`src/hw/rsa_cfg.svh`:
```
`ifndef RSA_CFG_SVH
`define RSA_CFG_SVH

// Operand width in bits
`define RSA_WIDTH 32
`define RSA_ADDR_WIDTH 32

// Host command codes
`define RSA_CMD_IDLE 32'd0
`define RSA_CMD_COMPUTE 32'd1

// FSM state register widths
`define RSA_HOST_STATE_W 3
`define RSA_LADDER_STATE_W 3

`endif
```
`src/hw/rsa_pkg.sv`:
```
`default_nettype none
`include "rsa_cfg.svh"

package rsa_pkg;

  typedef struct packed {
    logic [31:0]                command;
    logic [`RSA_ADDR_WIDTH-1:0] addr_m;
    logic [`RSA_ADDR_WIDTH-1:0] addr_e;
    logic [`RSA_ADDR_WIDTH-1:0] addr_x;
    logic [`RSA_ADDR_WIDTH-1:0] addr_r;
    logic [`RSA_ADDR_WIDTH-1:0] addr_r2;
    logic [`RSA_ADDR_WIDTH-1:0] addr_res;
  } rsa_host_regs_t;

  typedef struct packed {
    logic [28:0] reserved;
    logic        dma_error;
    logic        idle;
    logic        done;
  } rsa_status_t;

  typedef struct packed {
    logic                       rx_start;
    logic [`RSA_ADDR_WIDTH-1:0] rx_address;
    logic                       tx_start;
    logic [`RSA_ADDR_WIDTH-1:0] tx_address;
    logic [`RSA_WIDTH-1:0]      tx_data;
  } rsa_dma_req_t;

  typedef struct packed {
    logic                  done;
    logic                  idle;
    logic                  error;
    logic [`RSA_WIDTH-1:0] rx_data;
  } rsa_dma_rsp_t;

  // Captured operands, all in the same W-bit width
  typedef struct packed {
    logic [`RSA_WIDTH-1:0] m;
    logic [`RSA_WIDTH-1:0] e;
    logic [`RSA_WIDTH-1:0] x;
    logic [`RSA_WIDTH-1:0] r;
    logic [`RSA_WIDTH-1:0] r2;
  } rsa_operands_t;

endpackage

`default_nettype wire

```
`src/hw/rsa_top.sv`:
```
`default_nettype none
`include "rsa_cfg.svh"

module rsa_top (
  input  logic                  clk,
  input  logic                  resetn,
  input  rsa_pkg::rsa_host_regs_t host_regs,
  output rsa_pkg::rsa_status_t  status,
  output rsa_pkg::rsa_dma_req_t dma_req,
  input  rsa_pkg::rsa_dma_rsp_t dma_rsp
);

  rsa_pkg::rsa_operands_t operands;
  logic                   ladder_start;
  logic                   ladder_done;
  logic [`RSA_WIDTH-1:0]  ladder_result;

  logic                   mul_start;
  logic                   mul_done;
  logic [`RSA_WIDTH-1:0]  op_a;
  logic [`RSA_WIDTH-1:0]  op_b;
  logic [`RSA_WIDTH-1:0]  op_m;
  logic [`RSA_WIDTH-1:0]  mul_result;

  rsa_host_ctrl u_host (
    .clk           (clk),
    .resetn        (resetn),
    .host_regs     (host_regs),
    .dma_rsp       (dma_rsp),
    .dma_req       (dma_req),
    .status        (status),
    .operands      (operands),
    .ladder_start  (ladder_start),
    .ladder_done   (ladder_done),
    .ladder_result (ladder_result)
  );

  mont_ladder u_ladder (
    .clk        (clk),
    .resetn     (resetn),
    .start      (ladder_start),
    .operands   (operands),
    .result     (ladder_result),
    .done       (ladder_done),
    .mul_start  (mul_start),
    .op_a       (op_a),
    .op_b       (op_b),
    .op_m       (op_m),
    .mul_done   (mul_done),
    .mul_result (mul_result)
  );

  mont_mul u_mul (
    .clk    (clk),
    .resetn (resetn),
    .start  (mul_start),
    .a      (op_a),
    .b      (op_b),
    .m      (op_m),
    .result (mul_result),
    .done   (mul_done)
  );

endmodule

`default_nettype wire

```
`src/hw/rsa_host_ctrl.sv`:
```
`default_nettype none
`include "rsa_cfg.svh"

module rsa_host_ctrl (
  input  logic                    clk,
  input  logic                    resetn,
  input  rsa_pkg::rsa_host_regs_t host_regs,
  input  rsa_pkg::rsa_dma_rsp_t   dma_rsp,
  output rsa_pkg::rsa_dma_req_t   dma_req,
  output rsa_pkg::rsa_status_t    status,
  output rsa_pkg::rsa_operands_t  operands,
  output logic                    ladder_start,
  input  logic                    ladder_done,
  input  logic [`RSA_WIDTH-1:0]   ladder_result
);

  localparam int SW = `RSA_HOST_STATE_W;

  localparam logic [SW-1:0] st_idle      = 3'd0;
  localparam logic [SW-1:0] st_rx        = 3'd1;
  localparam logic [SW-1:0] st_rx_wait   = 3'd2;
  localparam logic [SW-1:0] st_comp_wait = 3'd3;
  localparam logic [SW-1:0] st_tx        = 3'd4;
  localparam logic [SW-1:0] st_tx_wait   = 3'd5;
  localparam logic [SW-1:0] st_done      = 3'd6;

  logic [SW-1:0]               state;
  logic [2:0]                  idx;
  logic                        rx_start;
  logic                        tx_start;
  logic [`RSA_ADDR_WIDTH-1:0]  rx_address;
  logic [`RSA_ADDR_WIDTH-1:0]  next_addr;
  logic [`RSA_WIDTH-1:0]       res_reg;
  logic                        cmd_compute;
  logic                        cmd_idle;

  assign cmd_compute = (host_regs.command == `RSA_CMD_COMPUTE);
  assign cmd_idle    = (host_regs.command == `RSA_CMD_IDLE);

  // Operands are fetched in the order M, E, X, R, R2
  always_comb begin
    case (idx)
      3'd0:    next_addr = host_regs.addr_m;
      3'd1:    next_addr = host_regs.addr_e;
      3'd2:    next_addr = host_regs.addr_x;
      3'd3:    next_addr = host_regs.addr_r;
      default: next_addr = host_regs.addr_r2;
    endcase
  end

  always_ff @(posedge clk) begin
    if (!resetn) begin
      state        <= st_idle;
      idx          <= '0;
      rx_start     <= 1'b0;
      tx_start     <= 1'b0;
      ladder_start <= 1'b0;
    end else begin
      rx_start     <= 1'b0;
      tx_start     <= 1'b0;
      ladder_start <= 1'b0;
      case (state)
        st_idle: begin
          if (cmd_compute) begin
            idx   <= '0;
            state <= st_rx;
          end
        end
        st_rx: begin
          if (dma_rsp.idle) begin
            rx_start <= 1'b1;
            state    <= st_rx_wait;
          end
        end
        st_rx_wait: begin
          if (dma_rsp.done) begin
            if (idx == 3'd4) begin
              ladder_start <= 1'b1;
              state        <= st_comp_wait;
            end else begin
              idx   <= idx + 3'd1;
              state <= st_rx;
            end
          end
        end
        st_comp_wait: if (ladder_done) state <= st_tx;
        st_tx: begin
          if (dma_rsp.idle) begin
            tx_start <= 1'b1;
            state    <= st_tx_wait;
          end
        end
        st_tx_wait: if (dma_rsp.done) state <= st_done;
        // Hold here until the host drops the command, else it would rerun
        st_done: if (cmd_idle) state <= st_idle;
        default: state <= st_idle;
      endcase
    end
  end

  always_ff @(posedge clk) begin
    if (state == st_rx && dma_rsp.idle) begin
      rx_address <= next_addr;
    end
    if (state == st_rx_wait && dma_rsp.done) begin
      case (idx)
        3'd0:    operands.m  <= dma_rsp.rx_data;
        3'd1:    operands.e  <= dma_rsp.rx_data;
        3'd2:    operands.x  <= dma_rsp.rx_data;
        3'd3:    operands.r  <= dma_rsp.rx_data;
        default: operands.r2 <= dma_rsp.rx_data;
      endcase
    end
    if (state == st_comp_wait && ladder_done) begin
      res_reg <= ladder_result;
    end
  end

  always_comb begin
    dma_req            = '0;
    dma_req.rx_start   = rx_start;
    dma_req.rx_address = rx_address;
    dma_req.tx_start   = tx_start;
    dma_req.tx_address = host_regs.addr_res;
    dma_req.tx_data    = res_reg;
  end

  always_comb begin
    status           = '0;
    status.dma_error = dma_rsp.error;
    status.idle      = (state == st_idle);
    status.done      = (state == st_done);
  end

endmodule

`default_nettype wire

```
`src/hw/mont_ladder.sv`:
```
`default_nettype none
`include "rsa_cfg.svh"

module mont_ladder (
  input  logic                   clk,
  input  logic                   resetn,
  input  logic                   start,
  input  rsa_pkg::rsa_operands_t operands,
  output logic [`RSA_WIDTH-1:0]  result,
  output logic                   done,
  output logic                   mul_start,
  output logic [`RSA_WIDTH-1:0]  op_a,
  output logic [`RSA_WIDTH-1:0]  op_b,
  output logic [`RSA_WIDTH-1:0]  op_m,
  input  logic                   mul_done,
  input  logic [`RSA_WIDTH-1:0]  mul_result
);

  localparam int W  = `RSA_WIDTH;
  localparam int SW = `RSA_LADDER_STATE_W;

  localparam logic [SW-1:0] st_idle  = 3'd0;
  localparam logic [SW-1:0] st_setup = 3'd1;
  localparam logic [SW-1:0] st_op1   = 3'd2;
  localparam logic [SW-1:0] st_op2   = 3'd3;
  localparam logic [SW-1:0] st_final = 3'd4;

  logic [SW-1:0] state;
  logic [W-1:0]  a_reg;
  logic [W-1:0]  xx_reg;
  logic [W-1:0]  e_reg;
  logic [W-1:0]  step_cnt;
  logic          e_msb;
  logic          last_step;

  assign e_msb     = e_reg[W-1];
  assign last_step = (step_cnt == W'(W - 1));
  assign op_m      = operands.m;
  assign result    = a_reg;

  always_comb begin
    op_a = a_reg;
    op_b = xx_reg;
    case (state)
      // Map X into the Montgomery domain
      st_setup: begin
        op_a = operands.x;
        op_b = operands.r2;
      end
      // Square whichever register the exponent bit selects
      st_op2: begin
        op_a = e_msb ? xx_reg : a_reg;
        op_b = e_msb ? xx_reg : a_reg;
      end
      // Multiply by 1 to leave the Montgomery domain
      st_final: begin
        op_a = a_reg;
        op_b = W'(1);
      end
      default: begin
        op_a = a_reg;
        op_b = xx_reg;
      end
    endcase
  end

  always_ff @(posedge clk) begin
    if (!resetn) begin
      state     <= st_idle;
      mul_start <= 1'b0;
      done      <= 1'b0;
      step_cnt  <= '0;
    end else begin
      mul_start <= 1'b0;
      done      <= 1'b0;
      case (state)
        st_idle: begin
          if (start) begin
            step_cnt  <= '0;
            mul_start <= 1'b1;
            state     <= st_setup;
          end
        end
        st_setup: begin
          if (mul_done) begin
            mul_start <= 1'b1;
            state     <= st_op1;
          end
        end
        st_op1: begin
          if (mul_done) begin
            mul_start <= 1'b1;
            state     <= st_op2;
          end
        end
        st_op2: begin
          if (mul_done) begin
            mul_start <= 1'b1;
            step_cnt  <= step_cnt + 1'b1;
            state     <= last_step ? st_final : st_op1;
          end
        end
        st_final: begin
          if (mul_done) begin
            done  <= 1'b1;
            state <= st_idle;
          end
        end
        default: state <= st_idle;
      endcase
    end
  end

  always_ff @(posedge clk) begin
    case (state)
      st_idle: begin
        if (start) begin
          a_reg <= operands.r;
          e_reg <= operands.e;
        end
      end
      st_setup: if (mul_done) xx_reg <= mul_result;
      st_op1: begin
        if (mul_done) begin
          if (e_msb) a_reg <= mul_result;
          else xx_reg <= mul_result;
        end
      end
      st_op2: begin
        if (mul_done) begin
          if (e_msb) xx_reg <= mul_result;
          else a_reg <= mul_result;
          e_reg <= e_reg << 1;
        end
      end
      st_final: if (mul_done) a_reg <= mul_result;
      default: a_reg <= a_reg;
    endcase
  end

endmodule

`default_nettype wire

```
`src/hw/mont_mul.sv`:
```
`default_nettype none
`include "rsa_cfg.svh"

module mont_mul (
  input  logic                  clk,
  input  logic                  resetn,
  input  logic                  start,
  input  logic [`RSA_WIDTH-1:0] a,
  input  logic [`RSA_WIDTH-1:0] b,
  input  logic [`RSA_WIDTH-1:0] m,
  output logic [`RSA_WIDTH-1:0] result,
  output logic                  done
);

  localparam int W  = `RSA_WIDTH;
  localparam int CW = $clog2(W) + 1;

  logic [W-1:0]  a_sh;
  logic [W-1:0]  b_r;
  logic [W-1:0]  m_r;
  logic [W:0]    acc;
  logic [W:0]    acc_next;
  logic [W-1:0]  acc_sub;
  logic [W+1:0]  sum_b;
  logic [W+1:0]  sum_m;
  logic [CW-1:0] cnt;
  logic          busy;
  logic          last;

  // One radix-2 step; accumulator stays below 2m
  assign sum_b    = {1'b0, acc} + (a_sh[0] ? {2'b00, b_r} : '0);
  assign sum_m    = sum_b + (sum_b[0] ? {2'b00, m_r} : '0);
  assign acc_next = sum_m[W+1:1];
  assign acc_sub  = acc_next[W-1:0] - m_r;
  assign last     = (cnt == CW'(W - 1));

  always_ff @(posedge clk) begin
    if (!resetn) begin
      busy <= 1'b0;
      cnt  <= '0;
      done <= 1'b0;
    end else begin
      done <= 1'b0;
      if (start) begin
        busy <= 1'b1;
        cnt  <= '0;
      end else if (busy) begin
        cnt <= cnt + 1'b1;
        if (last) begin
          busy <= 1'b0;
          done <= 1'b1;
        end
      end
    end
  end

  always_ff @(posedge clk) begin
    if (start) begin
      a_sh <= a;
      b_r  <= b;
      m_r  <= m;
      acc  <= '0;
    end else if (busy) begin
      a_sh <= a_sh >> 1;
      acc  <= acc_next;
      // Final subtraction folded into the last step
      if (last) begin
        result <= (acc_next >= {1'b0, m_r}) ? acc_sub : acc_next[W-1:0];
      end
    end
  end

endmodule

`default_nettype wire

```
`config.mk`:
```
export PLATFORM = sky130hd
export DESIGN_NAME = rsa_top
export DESIGN_NICKNAME = d
export VERILOG_FILES = /design/src/hw/rsa_pkg.sv /design/src/hw/rsa_top.sv /design/src/hw/rsa_host_ctrl.sv /design/src/hw/mont_ladder.sv /design/src/hw/mont_mul.sv
export VERILOG_INCLUDE_DIRS = /design/src /design/src/hw
export SDC_FILE = /design/constraint.sdc
export NUM_CORES = 1
export LEC_CHECK = 0
export BUFFER_PORTS_ARGS = -buffer_cell sky130_fd_sc_hd__buf_4
export CAP_MARGIN = 20
export CORE_MARGIN = 3
export CORE_UTILIZATION = 55
export DETAILED_ROUTE_END_ITERATION = 6
export PLACE_DENSITY_LB_ADDON = 0.25
export SLEW_MARGIN = 30
export SYNTH_ARGS = -nofsm -noshare
export SYNTH_HDL_FRONTEND = slang
export SYNTH_SLANG_ARGS = --single-unit
```
`constraint.sdc`:
```
create_clock -name clk -period 15.55 [get_ports clk]
set_input_delay 1.555 -clock clk [delete_from_list [all_inputs] [get_ports clk]]
set_output_delay 1.555 -clock clk [all_outputs]
set_load 0.01 [all_outputs]
```
==> metrics.md <==
| Metric | Value |
|---|---|
| Most frequent cell after synthesis | edfxtp_1 |
| H-tree levels | 2 |
| Core area | 48100 sq um |
| Vias | 19800 |
| Most used cell, CP | nand2_1 |
| Synth Area in Simple Gates | 11.1% |
| PwrDens | 131 nW/um^2 |
| Initial Util | 56.2% |
| Yosys warning total | 0 |
| Largest family of logic cells by synthesized area | compound AO/OA/AOI/OAI gates |
| Relative slew slack | 35.2% |
| Required @ worst endpoint | 15920 ps |
| Die area | 51800 sq um |
| Startpoint types | flop |
| Regs by FF count | u_host.operands: 160 flops, u_mul.acc: 33 flops |
| Maxcap violations | 0 |
| Clk pwr share | 33.0% |
| Initial DRC count | 2176 |
| Logic pwr share | 28.4% |
| Crit share post-route | 57.8% |
| Clk slew on worst S/H paths | 60 ps |
| Worst hold path type | reg -> reg |
| Total track usage | 29.2% |
| NumNets Final | 2927 |
| Max reg flops | 160 |
| Xor and xnor fraction of the mapped netlist area | 3.66% |
| DR DRC count | 1 |
| Post-CTS Setup Repair Bufs | 0 |
| Biggest register | u_host.operands |
| Post-synth top area cell | edfxtp_1 |
| Violated checks | DRC |
| TritonRoute pass-1 iters | 7 |
| Post-synthesis mux area share | 6.77% |
| Internal power | 2.93 mW |
| Antenna-violating nets left | 0 |
| Worst Setup Path Type | reg -> reg |
| Syn Std Cell Area | 27000 sq um |
| Share of cells above drive strength 1 | 22.1% |
| Reg2Reg Setup Slack | 6570 ps |
| Detailed-route wire length | 78600 um |
| Setup TNS Final | 0 ps |
| Root buffer selected by CTS | clkbuf_16 |
| VDD IR max | 0.000102 V |
| Post-layout minimum cycle time | 8980 ps |
| Status | finished, violations left |
| Port bufs | 295 |
| Final GP Congestion | 0.992 |
| First-pass GRT wire length | 116000 um |
| Ports | 391 |
| WHS | 419 ps |
| Grt ovf | 0 |
| Psw | 1.23 mW |
| Final Hold Fails | 0 |
| Top cells by count, synth | edfxtp_1, nand2_1, nor2_1 |
| Die width | 228 um |
| Post-synthesis sequential area ratio | 56.2% |
| Largest delay share family, worst path | compound AO/OA/AOI/OAI gates |
| Clk_lat worst skew | 620 ps |
| CTS tree | yes |
| Total Power | 4.16 mW |
| Asr flop ratio synth | 0% |
| CTS sink cnt | 535 |
| Largest cells by area after synthesis | edfxtp_1, dfxtp_1, ha_1, mux2_2, a22oi_1 |
| Seq pwr share | 38.7% |
| Final Core Density | 65.7% |
| Final HPWL DP | 56800 um |
| Compound-Gate Fraction of Synth Area | 13.1% |
| Pleak | 12.3 nW |
| Unique masters post-synth | 72 |
| Slowest CP cell | edfxtp_1 |
| Largest net degree at the start of global routing | 70 |
| Layout area overhead | 17.1% |
| Deepest clock path buffer count | 3 |
| Worst Path Max Fanout | 32 |
| # setup viols final | 0 |
| Clock Skews | 20.3 ps |
| Crit path capture type | flop |
| # resized after CTS | 0 |
| CP peak stage delay | 740 ps |
| Vias in the first global route | 19300 |
| Number of synthesized flops with an enable pin | 448 |
| Cell row count | 80 |
| Initial antenna violation count | 6 |
| Worst path bufs/invs | 1 |
| Slew Viols, Final | 0 |
| Post-synth top flop | edfxtp_1 |
| Worst-Margin Slew | 970 ps |
| Die height | 228 um |
| Critical Path AT | 9350 ps |
| Routed len/inst | 24.0 um |
| Adder-cell area share of the yosys netlist | 4.94% |
| Synth Register Bits | 535 |
| Total CTS buffers | 56 |
| Sw Share | 29.7% |
| Highest Clock Rate | 111 MHz |
| Syn_area_per_cell | 11.7 sq um |
| Setup repair after global routing missed its margin | no |
| # fillers | 3585 |
| Via/cell ratio | 6.06 |
| Syn Inst Count | 2309 |
| Hold_buf cts | 0 |
| Yosys top cell area share | 49.8% |
[cells by family (layout without fill, tap and decap cells)]
kind of cell    after synthesis  after routing
other cells                   1             31
mux                         158            158
flops                       535            535
fa+ha+maj                   105            105
compound gates              536            536
xor+xnor                    113            113
buf+inv                     239            511
simple gates                622            622
[worst paths after layout]
kind / from / to / cells past startpoint
setup / recovery: u_mul.a_sh[0] / u_mul.result[1] / 34
setup reg to reg: u_mul.a_sh[0] / u_mul.result[1] / 34
hold reg to reg: u_host.operands[129] / u_mul.m_r[1] / 0
hold / removal: u_host.operands[129] / u_mul.m_r[1] / 0
[per-stage QoR]
step	cell area (sq um)	std cells	setup WS [ps]
global placement	29600	3154	6920
finish	31600	3267	6570
CTS	31600	3264	6700
global route	31600	3267	6010
detailed placement	29700	3158	6750
floorplan	27100	2337	8530
[worst register-to-register path, delay by kind of cell (launching register included)]
kind / cells / cell delay (ps)
AO/OA/AOI/OAI: 13 / 2900
adder cells (fa/ha/maj): 4 / 1360
AND/OR/NAND/NOR: 13 / 2380
flip-flops: 1 / 740
XOR/XNOR: 2 / 360
buffers and inverters: 1 / 560
multiplexers: 1 / 430
[power groups by stage]
stage	Sequential, mW	Combinational [mW]	Clock (mW)
floorplan	1.63	0.906	0
global placement	1.64	1.12	0
detailed placement	1.64	1.15	0
CTS	1.61	1.16	1.39
global route	1.61	1.27	1.45
finish	1.61	1.18	1.37
[layer usage]
metal / wire, um / vias up / GRT usage, % / share of wire, %
li1: - / 8989 / - / -
met1: 30800 / 9597 / 38.2 / 39
met2: 37100 / 1075 / 47.6 / 47
met3: 7470 / 151 / 6.41 / 9.5
met4: 3220 / 0 / 11.6 / 4.1
met5: 0 / - / 0 / 0
[placed cells by master (no fill, tap or decap), types with 16 or more instances in the layout]
master     count
nand3_1       74
xnor2_1       69
inv_1         78
nor2_1       150
a21oi_1      121
nand2_1      177
a22oi_1       95
buf_4        321
a21o_1        41
o22ai_1       38
and2_1        75
mux2i_1       35
nor4_1        17
a211oi_1      16
xor2_1        44
edfxtp_1     448
clkbuf_16     59
nor3_1        22
nand4_1       22
dfxtp_1       84
ha_1         102
mux2_2        98
o21ai_0       89
conb_1        29
mux2_4        25
nand2b_1      20
o21a_1        45
[cell type report]
| cell class | instances | area (sq um) | area share [%] |
|---|---|---|---|
| flip-flops and latches | 535 | 15200 | 48.0 |
| well taps | 656 | 821 | 2.59 |
| clock buffers | 79 | 1670 | 5.28 |
| repair buffers | 326 | 2530 | 8.01 |
| multi-input cells | 1563 | 10900 | 34.4 |
| clock inverters | 27 | 243 | 0.767 |
| inverters | 79 | 297 | 0.937 |
| diodes | 2 | 5.00 | 0.0158 |
Power figures use the tool's default switching activity.
